--- src/st_data_pkg.sv ---
package st_data_pkg;

	// 68000 word address, a0 is never on the bus
	typedef logic [23:1] word_addr_t;

	// 16 bit bus word
	typedef logic [15:0] data_word_t;

	// data strobes, bit 1 upper byte, bit 0 lower byte
	typedef logic [1:0] ds_t;

	// mcu bus slot, shared by cpu, blitter and video
	typedef enum logic [1:0] {
		cyc_pre   = 2'd0,  // precycle, io controller writes are prepared here
		cyc_cpu   = 2'd1,  // cpu, blitter or download slot
		cyc_video = 2'd2,  // shifter / viking fetch
		cyc_idle  = 2'd3
	} bus_cycle_t;

	// audio samples
	typedef logic [9:0]         ym_sample_t;   // psg output, unsigned, mid at 0x200
	typedef logic [7:0]         dma_sample_t;  // ste dma sound, unsigned, mid at 0x80
	typedef logic signed [14:0] mix_sample_t;  // mixed channel, two's complement

	// address window prefixes, compared against the top address bits
	localparam logic [5:0] VIKING_LO_PREFIX = 6'b110000;  // c00000, normal mode
	localparam logic [4:0] VIKING_HI_PREFIX = 5'b11101;   // e80000, steroids mode
	localparam logic [5:0] TOS192_PREFIX    = 6'b111111;  // fc0000, old 192k tos
	localparam logic [3:0] TOS256_PREFIX    = 4'hE;       // e00000, 256k tos

	// dc offsets of the unsigned sample sources
	localparam ym_sample_t  YM_OFFSET  = 10'h200;
	localparam dma_sample_t DMA_OFFSET = 8'h80;

endpackage

--- src/st_cfg_pkg.sv ---
package st_cfg_pkg;

	// 32 bit system control word as delivered by the io controller
	typedef logic [31:0] ctrl_word_t;

	// ram size field of the control word
	// codes 6 and 7 are unused, no ram window then
	typedef enum logic [2:0] {
		mem_512k = 3'd0,
		mem_1m   = 3'd1,
		mem_2m   = 3'd2,
		mem_4m   = 3'd3,
		mem_8m   = 3'd4,
		mem_14m  = 3'd5
	} mem_size_t;

	// bit positions inside the control word
	localparam int CTRL_RESET_BIT  = 0;   // core reset, high active
	localparam int CTRL_MEM_LSB    = 1;   // ram size field, 3 bits wide
	localparam int CTRL_STE_BIT    = 23;  // ste chipset
	localparam int CTRL_MSTE_BIT   = 24;  // mega ste
	localparam int CTRL_VIKING_BIT = 28;  // viking card

	// word seen before the io controller has sent anything
	// core held in reset, all options off
	localparam ctrl_word_t CTRL_RESET_VAL = ctrl_word_t'(1) << CTRL_RESET_BIT;

	// largest ram size that still leaves room for the viking frame buffer at c00000
	localparam mem_size_t VIKING_MEM_MAX = mem_8m;

endpackage
--- src/st_glue_top.sv ---
module st_glue_top
	import st_cfg_pkg::*;
	import st_data_pkg::*;
(
	input  logic        clk_32,
	input  logic        xsint,

	input  ctrl_word_t  system_ctrl_i,

	input  bus_cycle_t  bus_cycle_i,
	input  logic        mhz8_en1_i,

	// cpu bus
	input  logic        as_n_i,
	input  word_addr_t  mbus_a_i,
	input  logic        rom2_n_i,

	// mcu ram port
	input  word_addr_t  ram_a_i,
	input  logic        ras_n_i,
	input  logic        ram_we_n_i,
	input  ds_t         ram_ds_i,
	input  data_word_t  ram_din_i,

	// blitter master
	input  logic        blitter_bgack_n_i,
	input  logic        mcu_bgack_n_i,
	input  word_addr_t  blitter_addr_i,
	input  logic        blitter_read_i,
	input  logic        blitter_write_i,
	input  data_word_t  blitter_din_i,

	// viking fetch
	input  word_addr_t  viking_addr_i,
	input  logic        viking_read_i,

	// io controller upload
	input  logic        dio_download_i,
	input  word_addr_t  dio_addr_i,
	input  data_word_t  dio_din_i,
	input  logic        dio_data_in_strobe_i,

	// audio sources
	input  ym_sample_t  ym_l_i,
	input  ym_sample_t  ym_r_i,
	input  dma_sample_t dma_snd_l_i,
	input  dma_sample_t dma_snd_r_i,

	output word_addr_t  sdram_addr_o,
	output logic        sdram_req_o,
	output logic        sdram_we_o,
	output ds_t         sdram_ds_o,
	output data_word_t  sdram_din_o,
	output word_addr_t  rom_addr_o,
	output logic        viking_active_o,
	output mix_sample_t audio_l_o,
	output mix_sample_t audio_r_o
);

	logic      core_reset;
	logic      steroids;
	logic      viking_enable;
	mem_size_t mem_size;

	st_sys_ctrl u_sys_ctrl (
		.clk_32          ( clk_32        ),
		.xsint           ( xsint         ),
		.system_ctrl_i   ( system_ctrl_i ),
		.core_reset_o    ( core_reset    ),
		.ste_o           (               ),  // used by the chipset only
		.steroids_o      ( steroids      ),
		.viking_enable_o ( viking_enable ),
		.mem_size_o      ( mem_size      )
	);

	st_viking_detect u_viking_detect (
		.clk_32          ( clk_32          ),
		.xsint           ( xsint           ),
		.core_reset_i    ( core_reset      ),
		.viking_enable_i ( viking_enable   ),
		.steroids_i      ( steroids        ),
		.mhz8_en1_i      ( mhz8_en1_i      ),
		.as_n_i          ( as_n_i          ),
		.mbus_a_i        ( mbus_a_i        ),
		.viking_active_o ( viking_active_o )  // also steers the arbiter
	);

	st_rom_map u_rom_map (
		.clk_32         ( clk_32         ),
		.xsint          ( xsint          ),
		.dio_download_i ( dio_download_i ),
		.dio_addr_i     ( dio_addr_i     ),
		.rom2_n_i       ( rom2_n_i       ),
		.mbus_a_i       ( mbus_a_i       ),
		.rom_addr_o     ( rom_addr_o     )
	);

	st_ram_arbiter u_ram_arbiter (
		.clk_32               ( clk_32               ),
		.xsint                ( xsint                ),
		.steroids_i           ( steroids             ),
		.viking_enable_i      ( viking_enable        ),
		.mem_size_i           ( mem_size             ),
		.viking_active_i      ( viking_active_o      ),
		.bus_cycle_i          ( bus_cycle_i          ),
		.mhz8_en1_i           ( mhz8_en1_i           ),
		.ram_a_i              ( ram_a_i              ),
		.ras_n_i              ( ras_n_i              ),
		.ram_we_n_i           ( ram_we_n_i           ),
		.ram_ds_i             ( ram_ds_i             ),
		.ram_din_i            ( ram_din_i            ),
		.blitter_bgack_n_i    ( blitter_bgack_n_i    ),
		.mcu_bgack_n_i        ( mcu_bgack_n_i        ),
		.blitter_addr_i       ( blitter_addr_i       ),
		.blitter_read_i       ( blitter_read_i       ),
		.blitter_write_i      ( blitter_write_i      ),
		.blitter_din_i        ( blitter_din_i        ),
		.viking_addr_i        ( viking_addr_i        ),
		.viking_read_i        ( viking_read_i        ),
		.dio_download_i       ( dio_download_i       ),
		.dio_addr_i           ( dio_addr_i           ),
		.dio_din_i            ( dio_din_i            ),
		.dio_data_in_strobe_i ( dio_data_in_strobe_i ),
		.sdram_addr_o         ( sdram_addr_o         ),
		.sdram_req_o          ( sdram_req_o          ),
		.sdram_we_o           ( sdram_we_o           ),
		.sdram_ds_o           ( sdram_ds_o           ),
		.sdram_din_o          ( sdram_din_o          )
	);

	st_audio_mix u_audio_mix (
		.clk_32      ( clk_32      ),
		.xsint       ( xsint       ),
		.ym_l_i      ( ym_l_i      ),
		.ym_r_i      ( ym_r_i      ),
		.dma_snd_l_i ( dma_snd_l_i ),
		.dma_snd_r_i ( dma_snd_r_i ),
		.audio_l_o   ( audio_l_o   ),
		.audio_r_o   ( audio_r_o   )
	);

endmodule

--- src/st_audio_mix.sv ---
module st_audio_mix
	import st_data_pkg::*;
(
	input  logic        clk_32,
	input  logic        xsint,

	input  ym_sample_t  ym_l_i,       // psg left
	input  ym_sample_t  ym_r_i,       // psg right
	input  dma_sample_t dma_snd_l_i,  // ste dma left
	input  dma_sample_t dma_snd_r_i,  // ste dma right

	output mix_sample_t audio_l_o,
	output mix_sample_t audio_r_o
);

	// both sources scaled to 14 bits plus sign, then summed
	// low bits refilled from the top ones so full scale stays full scale
	function automatic mix_sample_t mix(input ym_sample_t ym, input dma_sample_t dma);
		ym_sample_t  ym_s;
		dma_sample_t dma_s;
		begin
			ym_s  = ym - YM_OFFSET;    // now two's complement
			dma_s = dma - DMA_OFFSET;
			mix   = {ym_s[9], ym_s, ym_s[9:6]} + {dma_s[7], dma_s, dma_s[7:2]};
		end
	endfunction

	always_ff @(posedge clk_32 or negedge xsint) begin
		if (!xsint) begin
			audio_l_o <= '0;
			audio_r_o <= '0;
		end else begin
			audio_l_o <= mix(ym_l_i, dma_snd_l_i);
			audio_r_o <= mix(ym_r_i, dma_snd_r_i);
		end
	end

endmodule

--- src/st_ram_arbiter.sv ---
module st_ram_arbiter
	import st_cfg_pkg::*;
	import st_data_pkg::*;
(
	input  logic       clk_32,
	input  logic       xsint,

	// machine options
	input  logic       steroids_i,
	input  logic       viking_enable_i,
	input  mem_size_t  mem_size_i,
	input  logic       viking_active_i,

	// bus timing from mcu
	input  bus_cycle_t bus_cycle_i,
	input  logic       mhz8_en1_i,

	// mcu ram port
	input  word_addr_t ram_a_i,
	input  logic       ras_n_i,
	input  logic       ram_we_n_i,
	input  ds_t        ram_ds_i,
	input  data_word_t ram_din_i,

	// blitter bus master
	input  logic       blitter_bgack_n_i,
	input  logic       mcu_bgack_n_i,
	input  word_addr_t blitter_addr_i,
	input  logic       blitter_read_i,
	input  logic       blitter_write_i,
	input  data_word_t blitter_din_i,

	// viking video fetch
	input  word_addr_t viking_addr_i,
	input  logic       viking_read_i,

	// io controller download
	input  logic       dio_download_i,
	input  word_addr_t dio_addr_i,
	input  data_word_t dio_din_i,
	input  logic       dio_data_in_strobe_i,  // toggles once per word

	// sdram controller request port
	output word_addr_t sdram_addr_o,
	output logic       sdram_req_o,
	output logic       sdram_we_o,
	output ds_t        sdram_ds_o,
	output data_word_t sdram_din_o
);

	logic ras_n_d;      // ras one clock back
	logic data_wr;      // download word pending, one clock
	logic dio_strb_d;   // strobe level at last precycle
	logic cpu_cycle;
	logic video_cycle;
	logic blitter_has_bus;
	logic ras_fall;
	logic ram_en;       // mcu address inside configured ram
	logic viking_win;

	assign cpu_cycle   = (bus_cycle_i == cyc_cpu);
	assign video_cycle = (bus_cycle_i == cyc_video);  // shifter slot, viking shares it

	// blitter bypasses the mcu, it owns the bus while mcu has released it
	assign blitter_has_bus = ~blitter_bgack_n_i & mcu_bgack_n_i;

	always_ff @(posedge clk_32 or negedge xsint) begin
		if (!xsint) begin
			ras_n_d    <= 1'b0;   // no edge until ras has been seen high
			data_wr    <= 1'b0;
			dio_strb_d <= 1'b0;
		end else begin
			ras_n_d <= ras_n_i;
			data_wr <= 1'b0;
			// strobe sampled in precycle only, write lands in next cpu slot
			if ((bus_cycle_i == cyc_pre) && mhz8_en1_i) begin
				dio_strb_d <= dio_data_in_strobe_i;
				if (dio_data_in_strobe_i ^ dio_strb_d)
					data_wr <= 1'b1;
			end
		end
	end

	assign ras_fall = ras_n_d & ~ras_n_i;

	// frame buffer counts as ram when the card is on
	assign viking_win = viking_enable_i &
	                    (steroids_i ? (ram_a_i[23:19] == VIKING_HI_PREFIX)
	                                : (ram_a_i[23:18] == VIKING_LO_PREFIX));

	always_comb begin
		case (mem_size_i)
			mem_512k: ram_en = (ram_a_i[23:19] == 5'b00000);
			mem_1m:   ram_en = (ram_a_i[23:20] == 4'b0000);
			mem_2m:   ram_en = (ram_a_i[23:21] == 3'b000);
			mem_4m:   ram_en = (ram_a_i[23:22] == 2'b00);
			mem_8m:   ram_en = ~ram_a_i[23];
			// below c00000 plus c00000..dfffff, io and rom stay above
			mem_14m:  ram_en = ~(ram_a_i[23] & ram_a_i[22]) | ~ram_a_i[21];
			default:  ram_en = 1'b0;   // unused size codes
		endcase
		ram_en = ram_en | viking_win;
	end

	// source select, download first, then blitter, viking, mcu
	always_comb begin
		sdram_addr_o = ram_a_i;
		sdram_req_o  = ras_fall & (|ram_a_i) & ram_en;
		sdram_we_o   = ~ram_we_n_i;
		sdram_ds_o   = ram_ds_i;
		sdram_din_o  = ram_din_i;
		if (cpu_cycle && dio_download_i) begin
			sdram_addr_o = dio_addr_i;
			sdram_req_o  = data_wr;   // one write per strobe toggle
			sdram_we_o   = 1'b1;
			sdram_ds_o   = 2'b11;     // full words only
			sdram_din_o  = dio_din_i;
		end else if (cpu_cycle && blitter_has_bus) begin
			sdram_addr_o = blitter_addr_i;
			sdram_req_o  = blitter_read_i | blitter_write_i;
			sdram_we_o   = blitter_write_i;
			sdram_ds_o   = 2'b11;
			sdram_din_o  = blitter_din_i;
		end else if (video_cycle && viking_read_i && viking_active_i) begin
			sdram_addr_o = viking_addr_i;   // mcu is idle in this slot
			sdram_req_o  = 1'b1;
		end
	end

endmodule

--- src/st_rom_map.sv ---
module st_rom_map
	import st_data_pkg::*;
(
	input  logic       clk_32,
	input  logic       xsint,

	input  logic       dio_download_i,  // io controller upload running
	input  word_addr_t dio_addr_i,      // upload address

	input  logic       rom2_n_i,        // tos rom select from mcu
	input  word_addr_t mbus_a_i,        // cpu address
	output word_addr_t rom_addr_o       // address to the sdram rom port
);

	logic tos192k;   // last tos image was the 192k one

	// image size is only known from where the io controller puts it
	// fc0000 for 192k tos, e00000 for 256k tos
	always_ff @(posedge clk_32 or negedge xsint) begin
		if (!xsint) begin
			tos192k <= 1'b0;
		end else if (dio_download_i) begin
			if (dio_addr_i[23:18] == TOS192_PREFIX)
				tos192k <= 1'b1;
			else if (dio_addr_i[23:20] == TOS256_PREFIX)
				tos192k <= 1'b0;
		end
	end

	// tos rom window onto the uploaded image
	always_comb begin
		if (!rom2_n_i && !tos192k)
			rom_addr_o = {4'hE, 2'b00, mbus_a_i[17:1]};   // e00000 up
		else if (!rom2_n_i)
			rom_addr_o = {4'hF, 2'b11, mbus_a_i[17:1]};   // fc0000 up
		else
			rom_addr_o = mbus_a_i;                        // cartridge etc
	end

endmodule

--- src/st_viking_detect.sv ---
module st_viking_detect
	import st_data_pkg::*;
(
	input  logic       clk_32,
	input  logic       xsint,
	input  logic       core_reset_i,     // sync clear from control word
	input  logic       viking_enable_i,
	input  logic       steroids_i,       // selects e80000 window
	input  logic       mhz8_en1_i,       // 8 MHz bus phase
	input  logic       as_n_i,           // cpu address strobe
	input  word_addr_t mbus_a_i,         // cpu address
	output logic       viking_active_o   // video switched to viking
);

	logic [7:0] use_cnt;   // accesses seen so far, saturates
	logic       win_hit;
	logic       cnt_inc;

	// frame buffer window, moved up in steroids mode
	assign win_hit = steroids_i ? (mbus_a_i[23:19] == VIKING_HI_PREFIX)
	                            : (mbus_a_i[23:18] == VIKING_LO_PREFIX);

	assign cnt_inc = mhz8_en1_i & ~as_n_i & viking_enable_i & win_hit;

	// a few probes of the area by other software must not flip the video,
	// only a driver that keeps drawing gets there
	always_ff @(posedge clk_32 or negedge xsint) begin
		if (!xsint) begin
			use_cnt         <= '0;
			viking_active_o <= 1'b0;
		end else if (core_reset_i) begin
			use_cnt         <= '0;
			viking_active_o <= 1'b0;
		end else begin
			if (cnt_inc && (use_cnt != 8'hff))
				use_cnt <= use_cnt + 8'd1;   // stop at 255
			viking_active_o <= (use_cnt == 8'hff);
		end
	end

endmodule

--- src/st_sys_ctrl.sv ---
module st_sys_ctrl
	import st_cfg_pkg::*;
(
	input  logic       clk_32,
	input  logic       xsint,          // async power-on reset, low active

	input  ctrl_word_t system_ctrl_i,  // raw word from io controller

	output logic       core_reset_o,
	output logic       ste_o,
	output logic       steroids_o,
	output logic       viking_enable_o,
	output mem_size_t  mem_size_o
);

	ctrl_word_t ctrl_q;   // registered control word
	logic       ste_bit;
	logic       mste_bit;
	logic       vik_bit;
	logic       vik_mem_ok;

	// word comes from another clock domain's shift register,
	// one register stage before anything decodes it
	always_ff @(posedge clk_32 or negedge xsint) begin
		if (!xsint) begin
			ctrl_q <= CTRL_RESET_VAL;  // core in reset until first word
		end else begin
			ctrl_q <= system_ctrl_i;
		end
	end

	assign ste_bit  = ctrl_q[CTRL_STE_BIT];
	assign mste_bit = ctrl_q[CTRL_MSTE_BIT];
	assign vik_bit  = ctrl_q[CTRL_VIKING_BIT];

	assign core_reset_o = ctrl_q[CTRL_RESET_BIT];
	assign ste_o        = ste_bit | mste_bit;   // mega ste is an ste as well
	assign steroids_o   = ste_bit & mste_bit;   // both set, ste on steroids

	// ram size field, unused codes pass through as-is
	assign mem_size_o = mem_size_t'(ctrl_q[CTRL_MEM_LSB +: $bits(mem_size_t)]);

	// viking buffer sits at c00000, so ram above 8M collides with it
	// steroids moves the buffer to e80000 and lifts the limit
	assign vik_mem_ok      = (mem_size_o <= VIKING_MEM_MAX);
	assign viking_enable_o = (vik_bit & vik_mem_ok) | steroids_o;

endmodule

--- config.mk ---
export PLATFORM = sky130hd
export DESIGN_NAME = st_glue_top
export DESIGN_NICKNAME = d
export VERILOG_FILES = /design/src/st_data_pkg.sv /design/src/st_cfg_pkg.sv /design/src/st_glue_top.sv /design/src/st_audio_mix.sv /design/src/st_ram_arbiter.sv /design/src/st_rom_map.sv /design/src/st_viking_detect.sv /design/src/st_sys_ctrl.sv
export SDC_FILE = /design/constraint.sdc
export NUM_CORES = 1
export LEC_CHECK = 0
export ABC_AREA = 1
export CORE_ASPECT_RATIO = 0.8
export CORE_MARGIN = 2
export CORE_UTILIZATION = 25
export DETAILED_ROUTE_END_ITERATION = 16
export DONT_BUFFER_PORTS = 1
export MAX_ROUTING_LAYER = met4
export PLACE_DENSITY = 0.37
export SLEW_MARGIN = 20
export SYNTH_ARGS = -nofsm -noshare
export SYNTH_HDL_FRONTEND = slang
export SYNTH_HIERARCHICAL = 1
export SYNTH_SLANG_ARGS = --single-unit
--- constraint.sdc ---
create_clock -name clk_32 -period 1.5 [get_ports clk_32]
set_input_delay 0.075 -clock clk_32 [delete_from_list [all_inputs] [get_ports clk_32]]
set_output_delay 0.075 -clock clk_32 [all_outputs]
set_load 0.1 [all_outputs]
==> results_dict.tcl <==
set metrics [dict create \
    postSynthCellCount 781 \
    worst_skew_pair_later_pin_latency_ps 290 \
    antenna_left 0 \
    routedWlPerCell_um 17.0 \
    rsz_0062_raised_after_global_routing "true" \
    post_detailed_routing_wire_length_um 19000 \
    final_cell_count_no_fill 1121 \
    die_outline_width_um 162 \
    hold_viol_final 0 \
    synthesis.yosys.warnings 6 \
    whs_path_depth 3 \
    drt-initial-drc-count 260 \
    max_freq_ghz 0.508 \
    first_global_vias 5189 \
    post_drt_via_cell_ratio 4.68 \
    layout_worst_path_cycle_share_pct 131 \
    timing.max_slew.rel_slack_pct 73.0 \
    netlist_area_mm2 0.00500 \
    cts.sink_count 50 \
    rows 46 \
    initial_core_util_pct 25.3 \
    core_region_area_mm2 0.0197 \
    power.density_mw_per_mm2 949 \
    drc_errors 0 \
    die_area_mm2 0.0212 \
    outcome "finished with violations" \
    drv_cap 0 \
    vias 5246 \
    top_level_ports 346 \
    dpl.cell_count 1089 \
    gr-usage-all-layers_pct 17.8 \
    cts_htree_levels 2 \
    place_ws_ps -215 \
    buffer_ports.inserted 0 \
    ir_drop_mv 0.672 \
    cts-buffers-inserted 5 \
    final_max_slew_viol_count 0 \
    cts_tree "yes" \
    clock_skew_ps 3.36 \
    violations_in_the_final_reports "negative setup slack" \
    synthToLayoutAreaGrowth_pct 43.6 \
    postLayoutSetupSlackWorst_ps -470 \
    clk_root_buffer_cell "sky130_fd_sc_hd__clkbuf_16" \
    total_leakage_power_nw 3.60 \
    end_kind "output port" \
    final_design_utilization_pct 36.4 \
    clockBufferDepth 2 \
    setup_violations 24 \
    path_max_fanout 12 \
    worstPathRequired_ps 1420 \
    synthesis.nets 1061 \
    grt_start_max_net_pins 51 \
    final_layout_size_suffix_gt1_share_pct 23.5 \
    placement.cell_area_mm2 0.00670 \
    postLayoutCellArea_mm2 0.00719 \
    final_period_demand_of_the_worst_path_ps 1970 \
    tightest_slew_ps 403 \
    worst_r2r_path_depth 11 \
    final_net_count 1135 \
    synth_area_per_cell_um2 6.41 \
    grt_antenna_before_repair 1 \
    path_class_of_the_lowest_slack_min_delay_path "in -> reg" \
    detail_route.first_pass.iterations 4 \
    wire_length_of_the_first_global_routing_pass_um 28600 \
    weighted_congestion_reported_at_the_end_of_routability_driven_placement 0.920 \
    start_kind "flip-flop" \
    cp_data_arrival_time_ps 1890 \
    critical_path_class "reg -> out" \
    grt_overflow 0 \
    clkSlewWorstSetupHoldPaths_ps 70 \
    dieHeight_um 131 \
    dp_hpwl_um 16100 \
]
==> timing repair <==
item	CTS	global route
endpoints found under the setup margin	32	32
pin swaps	8	13
buffers inserted	4	1
hold endpoints to repair	65	0
hold buffers	18	0
resized for setup	20	9
==> metrics by stage <==
| step | power (mW) | setup TNS [ps] | hold WS [ps] |
|---|---|---|---|
| finish | 6.82 | -9410 | 31.2 |
| global route | 7.13 | -12080 | 43.2 |
| CTS | 6.90 | -10060 | 20.8 |
| detailed placement | 5.46 | -3230 | -220 |
| global placement | 5.46 | -3140 | -219 |
| floorplan | 4.78 | -6480 | -221 |
==> power breakdown <==
| group | switching (mW) | internal [mW] | total, mW | leakage, nW |
|---|---|---|---|---|
| sequential | 0.0652 | 1.52 | 1.59 | 0.607 |
| clock | 0.499 | 0.790 | 1.29 | 0.0781 |
| combinational | 2.91 | 1.04 | 3.94 | 2.91 |
==> layout make-up <==
cell class / count / area [µm²]
fill: 2083 / 12600
multi-input combinational: 600 / 3690
timing repair buffer: 111 / 1400
sequential: 50 / 1260
inverter: 87 / 347
tap: 264 / 330
clock buffer: 7 / 133
clock inverter: 1 / 30.0
antenna: 1 / 2.50
==> per-layer routing <==
| layer | GRT usage, % | vias to the layer above | part of all wire [%] |
|---|---|---|---|
| li1 | - | 2618 | - |
| met5 | - | - | 0 |
| met4 | 3.85 | 0 | 1.7 |
| met3 | 3.57 | 23 | 7.9 |
| met2 | 29.8 | 205 | 48 |
| met1 | 22.5 | 2400 | 43 |
==> sequential cells by signal (all words and copies together) (netlist names) <==
register                         count
u_audio_mix/audio_r_o               15
u_ram_arbiter/dio_strb_d             1
u_ram_arbiter/ras_n_d                1
u_rom_map/tos192k                    1
u_audio_mix/audio_l_o               15
u_viking_detect/use_cnt              8
u_ram_arbiter/data_wr                1
u_sys_ctrl/ctrl_q                    7
u_viking_detect/viking_active_o      1
==> critical path, cell delays in order (launching register included) <==
cell,delay [ps]
sky130_fd_sc_hd__dfrtp_4,470
sky130_fd_sc_hd__nand4_1,120
sky130_fd_sc_hd__buf_12,160
sky130_fd_sc_hd__buf_12,120
sky130_fd_sc_hd__mux2i_1,200
sky130_fd_sc_hd__nand2_1,80
sky130_fd_sc_hd__o211ai_1,170
sky130_fd_sc_hd__nand2_4,90
sky130_fd_sc_hd__buf_12,170
==> layout by cell type, fill, tap and decap left out, types with 17 or more instances in the layout <==
cell type and instances:
sky130_fd_sc_hd__dlygate4sd3_1 17, sky130_fd_sc_hd__nor2_1 95, sky130_fd_sc_hd__nand2_1 240, sky130_fd_sc_hd__nand3_1 56
sky130_fd_sc_hd__o211ai_1 18, sky130_fd_sc_hd__ha_1 29, sky130_fd_sc_hd__a21oi_1 20, sky130_fd_sc_hd__buf_12 38
sky130_fd_sc_hd__a31oi_4 21, sky130_fd_sc_hd__buf_4 51, sky130_fd_sc_hd__nand2_4 20, sky130_fd_sc_hd__nand2_2 20
sky130_fd_sc_hd__inv_1 75, sky130_fd_sc_hd__dfrtp_1 48
==> worst paths after layout <==
| kind | to | startpoint | slack [ps] |
|---|---|---|---|
| max in group asynchronous | u_sys_ctrl/ctrl_q[0] | xsint | 920 |
| min in group asynchronous | u_audio_mix/audio_r_o[6] | xsint | 300 |
| hold / removal | u_rom_map/tos192k | dio_addr_i[22] | 30 |
| setup reg to reg | u_viking_detect/use_cnt[4] | u_sys_ctrl/ctrl_q[23] | 50 |
| hold reg to reg | u_viking_detect/use_cnt[1] | u_viking_detect/use_cnt[1] | 520 |
| setup / recovery | sdram_addr_o[14] | u_viking_detect/viking_active_o | -470 |
Note: power is estimated with default switching activity, not from simulation.
